===== config.mk =====
export PLATFORM = sky130hd
export DESIGN_NAME = power_supervisor
export DESIGN_NICKNAME = d
export VERILOG_FILES = /design/src/source/bmc_sensor_pkg.sv /design/src/source/bmc_power_pkg.sv /design/src/source/button_debouncer.sv /design/src/source/level_checker.sv /design/src/source/power_manager.sv /design/src/source/power_supervisor.sv
export SDC_FILE = /design/constraint.sdc
export NUM_CORES = 1
export LEC_CHECK = 0
export BUFFER_PORTS_ARGS = -buffer_cell sky130_fd_sc_hd__buf_2
export CAP_MARGIN = 30
export CORE_ASPECT_RATIO = 1.75
export CORE_UTILIZATION = 52
export DETAILED_ROUTE_END_ITERATION = 10
export GPL_TIMING_DRIVEN = 0
export PLACE_DENSITY_LB_ADDON = 0.1
export SLEW_MARGIN = 20
export SYNTH_ARGS = -nofsm -noshare
export SYNTH_HDL_FRONTEND = slang
export SYNTH_HIERARCHICAL = 1
export SYNTH_SLANG_ARGS = --single-unit

===== constraint.sdc =====
create_clock -name gclk40 -period 2.22 [get_ports gclk40]
set_input_delay 0.333 -clock gclk40 [delete_from_list [all_inputs] [get_ports gclk40]]
set_output_delay 0.333 -clock gclk40 [all_outputs]
set_load 0.02 [all_outputs]

===== src/source/bmc_sensor_pkg.sv =====
package bmc_sensor_pkg;

  localparam int ADC_WIDTH     = 12;
  localparam int CHANNEL_WIDTH = 5;
  localparam int NUM_CHANNELS  = 8;  // channels 8..31 of the sequencer are not checked

  // one entry per channel, listed from channel 7 down to channel 0
  typedef logic [NUM_CHANNELS-1:0][ADC_WIDTH-1:0] threshold_table_t;

  typedef struct packed {
    logic                     strobe;   // result is valid for this cycle only
    logic [CHANNEL_WIDTH-1:0] channel;
    logic [ADC_WIDTH-1:0]     result;
  } adc_sample_t;

  typedef struct packed {
    logic [NUM_CHANNELS-1:0] in_range;   // last verdict per channel, held between samples
    logic                    soft_viol;  // one cycle pulse
    logic                    hard_viol;  // one cycle pulse
  } health_t;

  // rails 0..5 are scaled voltages, channels 6 and 7 are the board temperature sensors
  localparam threshold_table_t HARD_LOW = '{
    12'd100,  12'd100,  12'd1000, 12'd1500,
    12'd1800, 12'd2200, 12'd2400, 12'd2600
  };

  localparam threshold_table_t SOFT_LOW = '{
    12'd200,  12'd200,  12'd1100, 12'd1650,
    12'd1950, 12'd2400, 12'd2600, 12'd2800
  };

  localparam threshold_table_t SOFT_HIGH = '{
    12'd3000, 12'd3000, 12'd1300, 12'd1950,
    12'd2250, 12'd2800, 12'd3000, 12'd3200
  };

  localparam threshold_table_t HARD_HIGH = '{
    12'd3600, 12'd3600, 12'd1400, 12'd2100,
    12'd2400, 12'd3000, 12'd3200, 12'd3400
  };

  // the 12V, 5V and 3V3 standby readings must be healthy before the supply is switched on
  localparam logic [NUM_CHANNELS-1:0] POWERUP_MASK = 8'b0000_0111;

endpackage


===== src/source/bmc_power_pkg.sv =====
package bmc_power_pkg;

  typedef enum logic [1:0] {
    PWR_OFF      = 2'd0,
    PWR_STARTING = 2'd1,  // supply enabled, waiting for supply good
    PWR_ON       = 2'd2
  } power_state_t;

  // encoding matches the reference no_power_cause field
  typedef enum logic [1:0] {
    CAUSE_NONE     = 2'd0,
    CAUSE_BUTTON   = 2'd1,
    CAUSE_FAULT    = 2'd2,
    CAUSE_ATX_FAIL = 2'd3
  } power_cause_t;

  typedef struct packed {
    power_state_t state;
    power_cause_t cause;  // reason for the last transition to off
  } power_status_t;

  // the button must hold one level this many cycles to be accepted
  localparam int DEBOUNCE_CYCLES = 16;

  // cycles allowed between ps_on and supply good
  localparam int ATX_TIMEOUT = 64;

  // blink counter taps, the fault blink is the faster one
  localparam int BLINK_BIT      = 4;
  localparam int SLOW_BLINK_BIT = 6;

endpackage


===== src/source/button_debouncer.sv =====
`timescale 1ns/1ps

module button_debouncer (
  input  logic gclk40,
  input  logic hard_reset,
  input  logic button_n_i,
  output logic press_o
);

  logic [1:0] sync_q;  // two flop synchronizer, bit 1 is the safe copy
  logic       level_q;  // filtered level, high means released
  logic [$clog2(bmc_power_pkg::DEBOUNCE_CYCLES+1)-1:0] count_q;
  logic       settle;
  logic       press_q;

  // the synchronized input has differed from the filtered level long enough
  assign settle = (sync_q[1] != level_q) &&
                  (count_q == bmc_power_pkg::DEBOUNCE_CYCLES - 1);

  always_ff @(posedge gclk40) begin
    if (!hard_reset) begin
      sync_q  <= 2'b11;  // treat the button as released
      level_q <= 1'b1;
      count_q <= '0;
      press_q <= 1'b0;
    end else begin
      sync_q  <= {sync_q[0], button_n_i};
      press_q <= settle && !sync_q[1];  // only the change to pressed gives a pulse
      if (sync_q[1] == level_q) begin
        count_q <= '0;  // a bounce back restarts the count
      end else if (settle) begin
        level_q <= sync_q[1];
        count_q <= '0;
      end else begin
        count_q <= count_q + 1'b1;
      end
    end
  end

  assign press_o = press_q;

endmodule


===== src/source/level_checker.sv =====
`timescale 1ns/1ps

module level_checker (
  input  logic                        gclk40,
  input  logic                        hard_reset,
  input  bmc_sensor_pkg::adc_sample_t sample_i,
  output bmc_sensor_pkg::health_t     health_o
);

  logic [$clog2(bmc_sensor_pkg::NUM_CHANNELS)-1:0] ch_idx;
  logic                                 ch_valid;
  logic [bmc_sensor_pkg::ADC_WIDTH-1:0] hard_low;
  logic [bmc_sensor_pkg::ADC_WIDTH-1:0] soft_low;
  logic [bmc_sensor_pkg::ADC_WIDTH-1:0] soft_high;
  logic [bmc_sensor_pkg::ADC_WIDTH-1:0] hard_high;
  logic                                 in_window;
  logic                                 out_hard;
  bmc_sensor_pkg::health_t              health_q;

  assign ch_idx = sample_i.channel[$clog2(bmc_sensor_pkg::NUM_CHANNELS)-1:0];

  // channels beyond the table are sampled by the sequencer but never checked
  assign ch_valid = sample_i.strobe &&
                    (sample_i.channel < bmc_sensor_pkg::NUM_CHANNELS);

  always_comb begin
    hard_low  = bmc_sensor_pkg::HARD_LOW[ch_idx];
    soft_low  = bmc_sensor_pkg::SOFT_LOW[ch_idx];
    soft_high = bmc_sensor_pkg::SOFT_HIGH[ch_idx];
    hard_high = bmc_sensor_pkg::HARD_HIGH[ch_idx];
  end

  // the two limits of each window are inclusive
  assign in_window = (sample_i.result >= soft_low) && (sample_i.result <= soft_high);
  assign out_hard  = (sample_i.result < hard_low) || (sample_i.result > hard_high);

  always_ff @(posedge gclk40) begin
    if (!hard_reset) begin
      health_q <= '0;  // nothing is known to be in range yet
    end else begin
      // between the soft and the hard limit is a soft violation only
      health_q.soft_viol <= ch_valid && !in_window && !out_hard;
      health_q.hard_viol <= ch_valid && out_hard;
      if (ch_valid) begin
        health_q.in_range[ch_idx] <= in_window;
      end
    end
  end

  assign health_o = health_q;

endmodule


===== src/source/power_manager.sv =====
`timescale 1ns/1ps

module power_manager (
  input  logic                         gclk40,
  input  logic                         hard_reset,
  input  logic                         press_i,
  input  bmc_sensor_pkg::health_t      health_i,
  input  logic                         atx_pwr_ok_i,
  output logic                         atx_ps_on_n_o,
  output logic                         power_ok_o,
  output bmc_power_pkg::power_cause_t  no_power_cause_o,
  output logic [1:0]                   chs_led_n_o
);

  bmc_power_pkg::power_status_t status_q;
  bmc_power_pkg::power_status_t status_d;
  logic [$clog2(bmc_power_pkg::ATX_TIMEOUT+1)-1:0] timer_q;
  logic [$clog2(bmc_power_pkg::ATX_TIMEOUT+1)-1:0] timer_d;
  logic [bmc_power_pkg::SLOW_BLINK_BIT:0] blink_q;
  logic [bmc_power_pkg::SLOW_BLINK_BIT:0] blink_d;
  logic       soft_seen_q;
  logic       soft_seen_d;
  logic       powerup_ok;
  logic       start_req;
  logic       bad_cause;
  logic       power_led;
  logic       action_led;
  logic [1:0] led_n_q;

  // every rail in the mask has to report in range
  assign powerup_ok = (health_i.in_range & bmc_sensor_pkg::POWERUP_MASK) ==
                      bmc_sensor_pkg::POWERUP_MASK;

  assign start_req = (status_q.state == bmc_power_pkg::PWR_OFF) && press_i && powerup_ok;

  always_comb begin
    status_d = status_q;
    timer_d  = timer_q;
    case (status_q.state)
      bmc_power_pkg::PWR_OFF: begin
        if (start_req) begin
          status_d.state = bmc_power_pkg::PWR_STARTING;
          status_d.cause = bmc_power_pkg::CAUSE_NONE;
          timer_d        = '0;
        end
      end
      bmc_power_pkg::PWR_STARTING: begin
        if (atx_pwr_ok_i) begin
          status_d.state = bmc_power_pkg::PWR_ON;
        end else if (timer_q == bmc_power_pkg::ATX_TIMEOUT - 1) begin
          status_d.state = bmc_power_pkg::PWR_OFF;  // supply never came good
          status_d.cause = bmc_power_pkg::CAUSE_ATX_FAIL;
        end else begin
          timer_d = timer_q + 1'b1;
        end
      end
      bmc_power_pkg::PWR_ON: begin
        // a fault outranks a lost supply, which outranks the button
        if (health_i.hard_viol) begin
          status_d.state = bmc_power_pkg::PWR_OFF;
          status_d.cause = bmc_power_pkg::CAUSE_FAULT;
        end else if (!atx_pwr_ok_i) begin
          status_d.state = bmc_power_pkg::PWR_OFF;
          status_d.cause = bmc_power_pkg::CAUSE_ATX_FAIL;
        end else if (press_i) begin
          status_d.state = bmc_power_pkg::PWR_OFF;
          status_d.cause = bmc_power_pkg::CAUSE_BUTTON;
        end
      end
      default: begin
        status_d.state = bmc_power_pkg::PWR_OFF;
      end
    endcase
  end

  // soft violations are remembered until the next power-up attempt
  assign soft_seen_d = start_req ? 1'b0 : (soft_seen_q | health_i.soft_viol);

  assign blink_d = blink_q + 1'b1;

  // LED drive is taken from the next values so it lines up with the state register
  assign bad_cause = (status_d.cause == bmc_power_pkg::CAUSE_FAULT) ||
                     (status_d.cause == bmc_power_pkg::CAUSE_ATX_FAIL);

  always_comb begin
    if (status_d.state == bmc_power_pkg::PWR_ON) begin
      power_led  = 1'b1;
      action_led = soft_seen_d;
    end else begin
      power_led  = bad_cause ? blink_d[bmc_power_pkg::BLINK_BIT] : 1'b0;
      action_led = blink_d[bmc_power_pkg::SLOW_BLINK_BIT];  // idle heartbeat
    end
  end

  always_ff @(posedge gclk40) begin
    if (!hard_reset) begin
      status_q.state <= bmc_power_pkg::PWR_OFF;
      status_q.cause <= bmc_power_pkg::CAUSE_NONE;
      timer_q        <= '0;
      blink_q        <= '0;
      soft_seen_q    <= 1'b0;
      led_n_q        <= 2'b00;  // lamp test, both LEDs lit during reset
    end else begin
      status_q    <= status_d;
      timer_q     <= timer_d;
      blink_q     <= blink_d;
      soft_seen_q <= soft_seen_d;
      led_n_q     <= ~{action_led, power_led};
    end
  end

  // the supply is enabled in every state except off
  assign atx_ps_on_n_o    = (status_q.state == bmc_power_pkg::PWR_OFF);
  assign power_ok_o       = (status_q.state == bmc_power_pkg::PWR_ON);
  assign no_power_cause_o = status_q.cause;
  assign chs_led_n_o      = led_n_q;

endmodule


===== src/source/power_supervisor.sv =====
`timescale 1ns/1ps

module power_supervisor (
  input  logic                        gclk40,
  input  logic                        hard_reset,
  input  bmc_sensor_pkg::adc_sample_t adc_sample_i,
  input  logic                        chs_powerdown_n_i,
  input  logic                        atx_pwr_ok_i,
  output logic                        atx_ps_on_n_o,
  output logic                        power_ok_o,
  output bmc_power_pkg::power_cause_t no_power_cause_o,
  output logic [1:0]                  chs_led_n_o
);

  logic                    press;   // one pulse per accepted button press
  bmc_sensor_pkg::health_t health;

  button_debouncer button_debouncer_inst (
    .gclk40     (gclk40),
    .hard_reset (hard_reset),
    .button_n_i (chs_powerdown_n_i),
    .press_o    (press)
  );

  level_checker level_checker_inst (
    .gclk40     (gclk40),
    .hard_reset (hard_reset),
    .sample_i   (adc_sample_i),
    .health_o   (health)
  );

  power_manager power_manager_inst (
    .gclk40           (gclk40),
    .hard_reset       (hard_reset),
    .press_i          (press),
    .health_i         (health),
    .atx_pwr_ok_i     (atx_pwr_ok_i),
    .atx_ps_on_n_o    (atx_ps_on_n_o),
    .power_ok_o       (power_ok_o),
    .no_power_cause_o (no_power_cause_o),
    .chs_led_n_o      (chs_led_n_o)
  );

endmodule


==> results.json <==
{
  "synth_cells": 340,
  "fin_crit_ps": 2230,
  "fp-row-count": 35,
  "drive_gt1_frac": 0.261,
  "seqCellArea_um2": 701,
  "grt_pass1_vias": 2536,
  "grt_max_degree": 12,
  "tightest_slew_ps": 577,
  "drt-total-wl_mm": 7.20,
  "clk_latency_ps": 290,
  "crit_family": "compound AO/OA/AOI/OAI gates",
  "outcome": "finished with violations",
  "synth_fp_nets": 416,
  "final_antenna_net_count": 0,
  "cp_num_buf_inv": 3,
  "max_freq_mhz": 449,
  "grt_pass1_wl_mm": 11.8,
  "met3_usage": 0.0286,
  "worstHoldStart": "chs_powerdown_n_i",
  "ir_drop_mv": 0.236,
  "final_cell_mix": "ha_1 (44), dfxtp_1 (35), nor2_1 (30), nand2_1 (28), buf_2 (24)",
  "diodes": 0,
  "drtIter0Drc": 90,
  "cp_num_cells": 11,
  "crit_type": "input port to register",
  "relSlewSlack": 0.614,
  "clock-root-buffer": "clkbuf_8",
  "cts_buffers": 5,
  "ff2ff_path_depth": 5,
  "slowest_delay_ps": 320,
  "firstDrtPassIters": 8,
  "syn_to_final_growth_pct": 22.8,
  "dieHeight_um": 99.4,
  "setup_ws_ps": -7.67,
  "ys_warn_count": 6,
  "cp_slowest_cell": "a211oi_2",
  "post-route-period-util": 1.00,
  "path_common_cell": "buf_4",
  "clkSinkCount": 35,
  "max-cap-violations": 0,
  "reg2reg_slack_ps": 320,
  "r2r_start": "power_manager_inst/timer_q[0]",
  "rr_endpoint": "power_manager_inst/timer_q[6]",
  "numPortBuffers": 27,
  "final-setup-viol-count": 1,
  "cts_tree": "done",
  "fin_util": 0.659,
  "dp_hpwl_mm": 5.56,
  "num-fill-cells": 476,
  "grt-ovfl-total": 0,
  "wire_per_inst_um": 16.3,
  "worst_setup_path_end_kind": "register",
  "cp-start-kind": "input port",
  "htree_levels": 2,
  "slew_violations": 0,
  "core-area_um2": 5260,
  "antenna_found_initial": 0,
  "pre_cts_ws_ps": -941,
  "hold_class": "input port to register",
  "fin_setup_tns_ps": -7.67,
  "synth.avg_cell_area_um2": 8.29,
  "crit_chain": "buf_4 > buf_6 > nand2_1 > and2_4 > ha_4 > nand4_1 > a211oi_2 > a2111oi_4 > o2bb2ai_2 > buf_4 > o21ai_1",
  "track_usage": 0.269,
  "final_common_cell": "ha_1",
  "vias_per_cell": 5.99,
  "cp_data_arrival_time_ps": 2400,
  "violations": "design-rule violations, negative setup slack",
  "top_usage_layer": "met2",
  "rsz0062_at_grt": "yes",
  "hold_viol": 0,
  "met2_usage": 0.511,
  "grt.met1_usage": 0.255,
  "cp.required_ps": 2400,
  "syn_area_um2": 2820,
  "worstPathMaxFanout": 10,
  "power.leakage_nw": 1.55,
  "drc": 3,
  "path_clk_slew_ps": 60,
  "ioPinCount": 28,
  "multi_input_area_um2": 2170,
  "place_congestion": 0.942,
  "crit_path_end": "level_checker_inst/health_o[4]",
  "p_per_area_nw_per_um2": 442,
  "dr_total_vias": 2646,
  "clock-skew-final_ps": 6.05,
  "cts.path.max_buffers": 2,
  "die-area_um2": 5730,
  "worstSetupStartpoint": "adc_sample_i[14]",
  "initial_core_util": 0.536,
  "nets": 462,
  "die_x_um": 57.7
}
## stage by stage
stage	power [W]	area (um^2)	hold WS, ps	instances
6_report	0.00153	3460	226	442
5_1_grt	0.00163	3460	254	442
4_1_cts	0.00150	3350	222	440
3_5_place_dp	0.00100	3030	410	422
3_3_place_gp	0.000990	3030	391	422
2_1_floorplan	0.000885	2830	386	340
## cell type report
type,count,area share
Buffer,12,0.0239
Multi-Input combinational cell,272,0.628
Clock buffer,5,0.0199
Clock inverter,3,0.00434
Inverter,21,0.0249
Timing Repair Buffer,39,0.0766
Sequential cell,35,0.202
Tap cell,55,0.0199
## worst min-delay path by stage
stage,end,slack [ps],cells after the start
after CTS,button_debouncer_inst/sync_q[0],220,2
after global routing,button_debouncer_inst/sync_q[0],250,2
after global placement,button_debouncer_inst/sync_q[1],390,1
after detailed placement,button_debouncer_inst/sync_q[1],410,1
final,button_debouncer_inst/sync_q[0],230,2
after floorplan,button_debouncer_inst/sync_q[1],390,1
## state kept, by name, summed over array words and instances, names as in the netlist, 2 cells and up, named ones only
signal / flops
level_checker_inst/health_o: 5
button_debouncer_inst/count_q: 5
power_manager_inst/chs_led_n_o: 2
button_debouncer_inst/sync_q: 2
power_manager_inst/status_q: 2
power_manager_inst/blink_q: 7
power_manager_inst/timer_q: 7
## what timing repair did
item	4_1_cts	5_1_grt
buffers inserted	10	2
resized for setup	34	23
pin swaps	8	12
setup endpoints to repair	5	5
gates cloned	0	0
hold buffers	0	0
## routing by layer
| layer | vias to the layer above | wire, um |
|---|---|---|
| met5 | - | 0 |
| met4 | 0 | 494 |
| met3 | 30 | 189 |
| met2 | 75 | 3950 |
| met1 | 1228 | 2570 |
| li1 | 1313 | - |
## power by group
part	leakage [nW]	internal [W]	switching, W
clock network	0.0477	0.000214	0.000225
registers	0.284	0.000638	0.00000544
logic	1.22	0.000200	0.000246
total	1.55	0.00105	0.000477
## worst reg2reg max path, stage by stage, from the launching register on
cell and delay (ps):
dfxtp_1 380, ha_1 220, nand4b_1 260, o211ai_1 580, and2_4 280, o311a_1 140
Note: power is estimated with default switching activity, not from simulation.
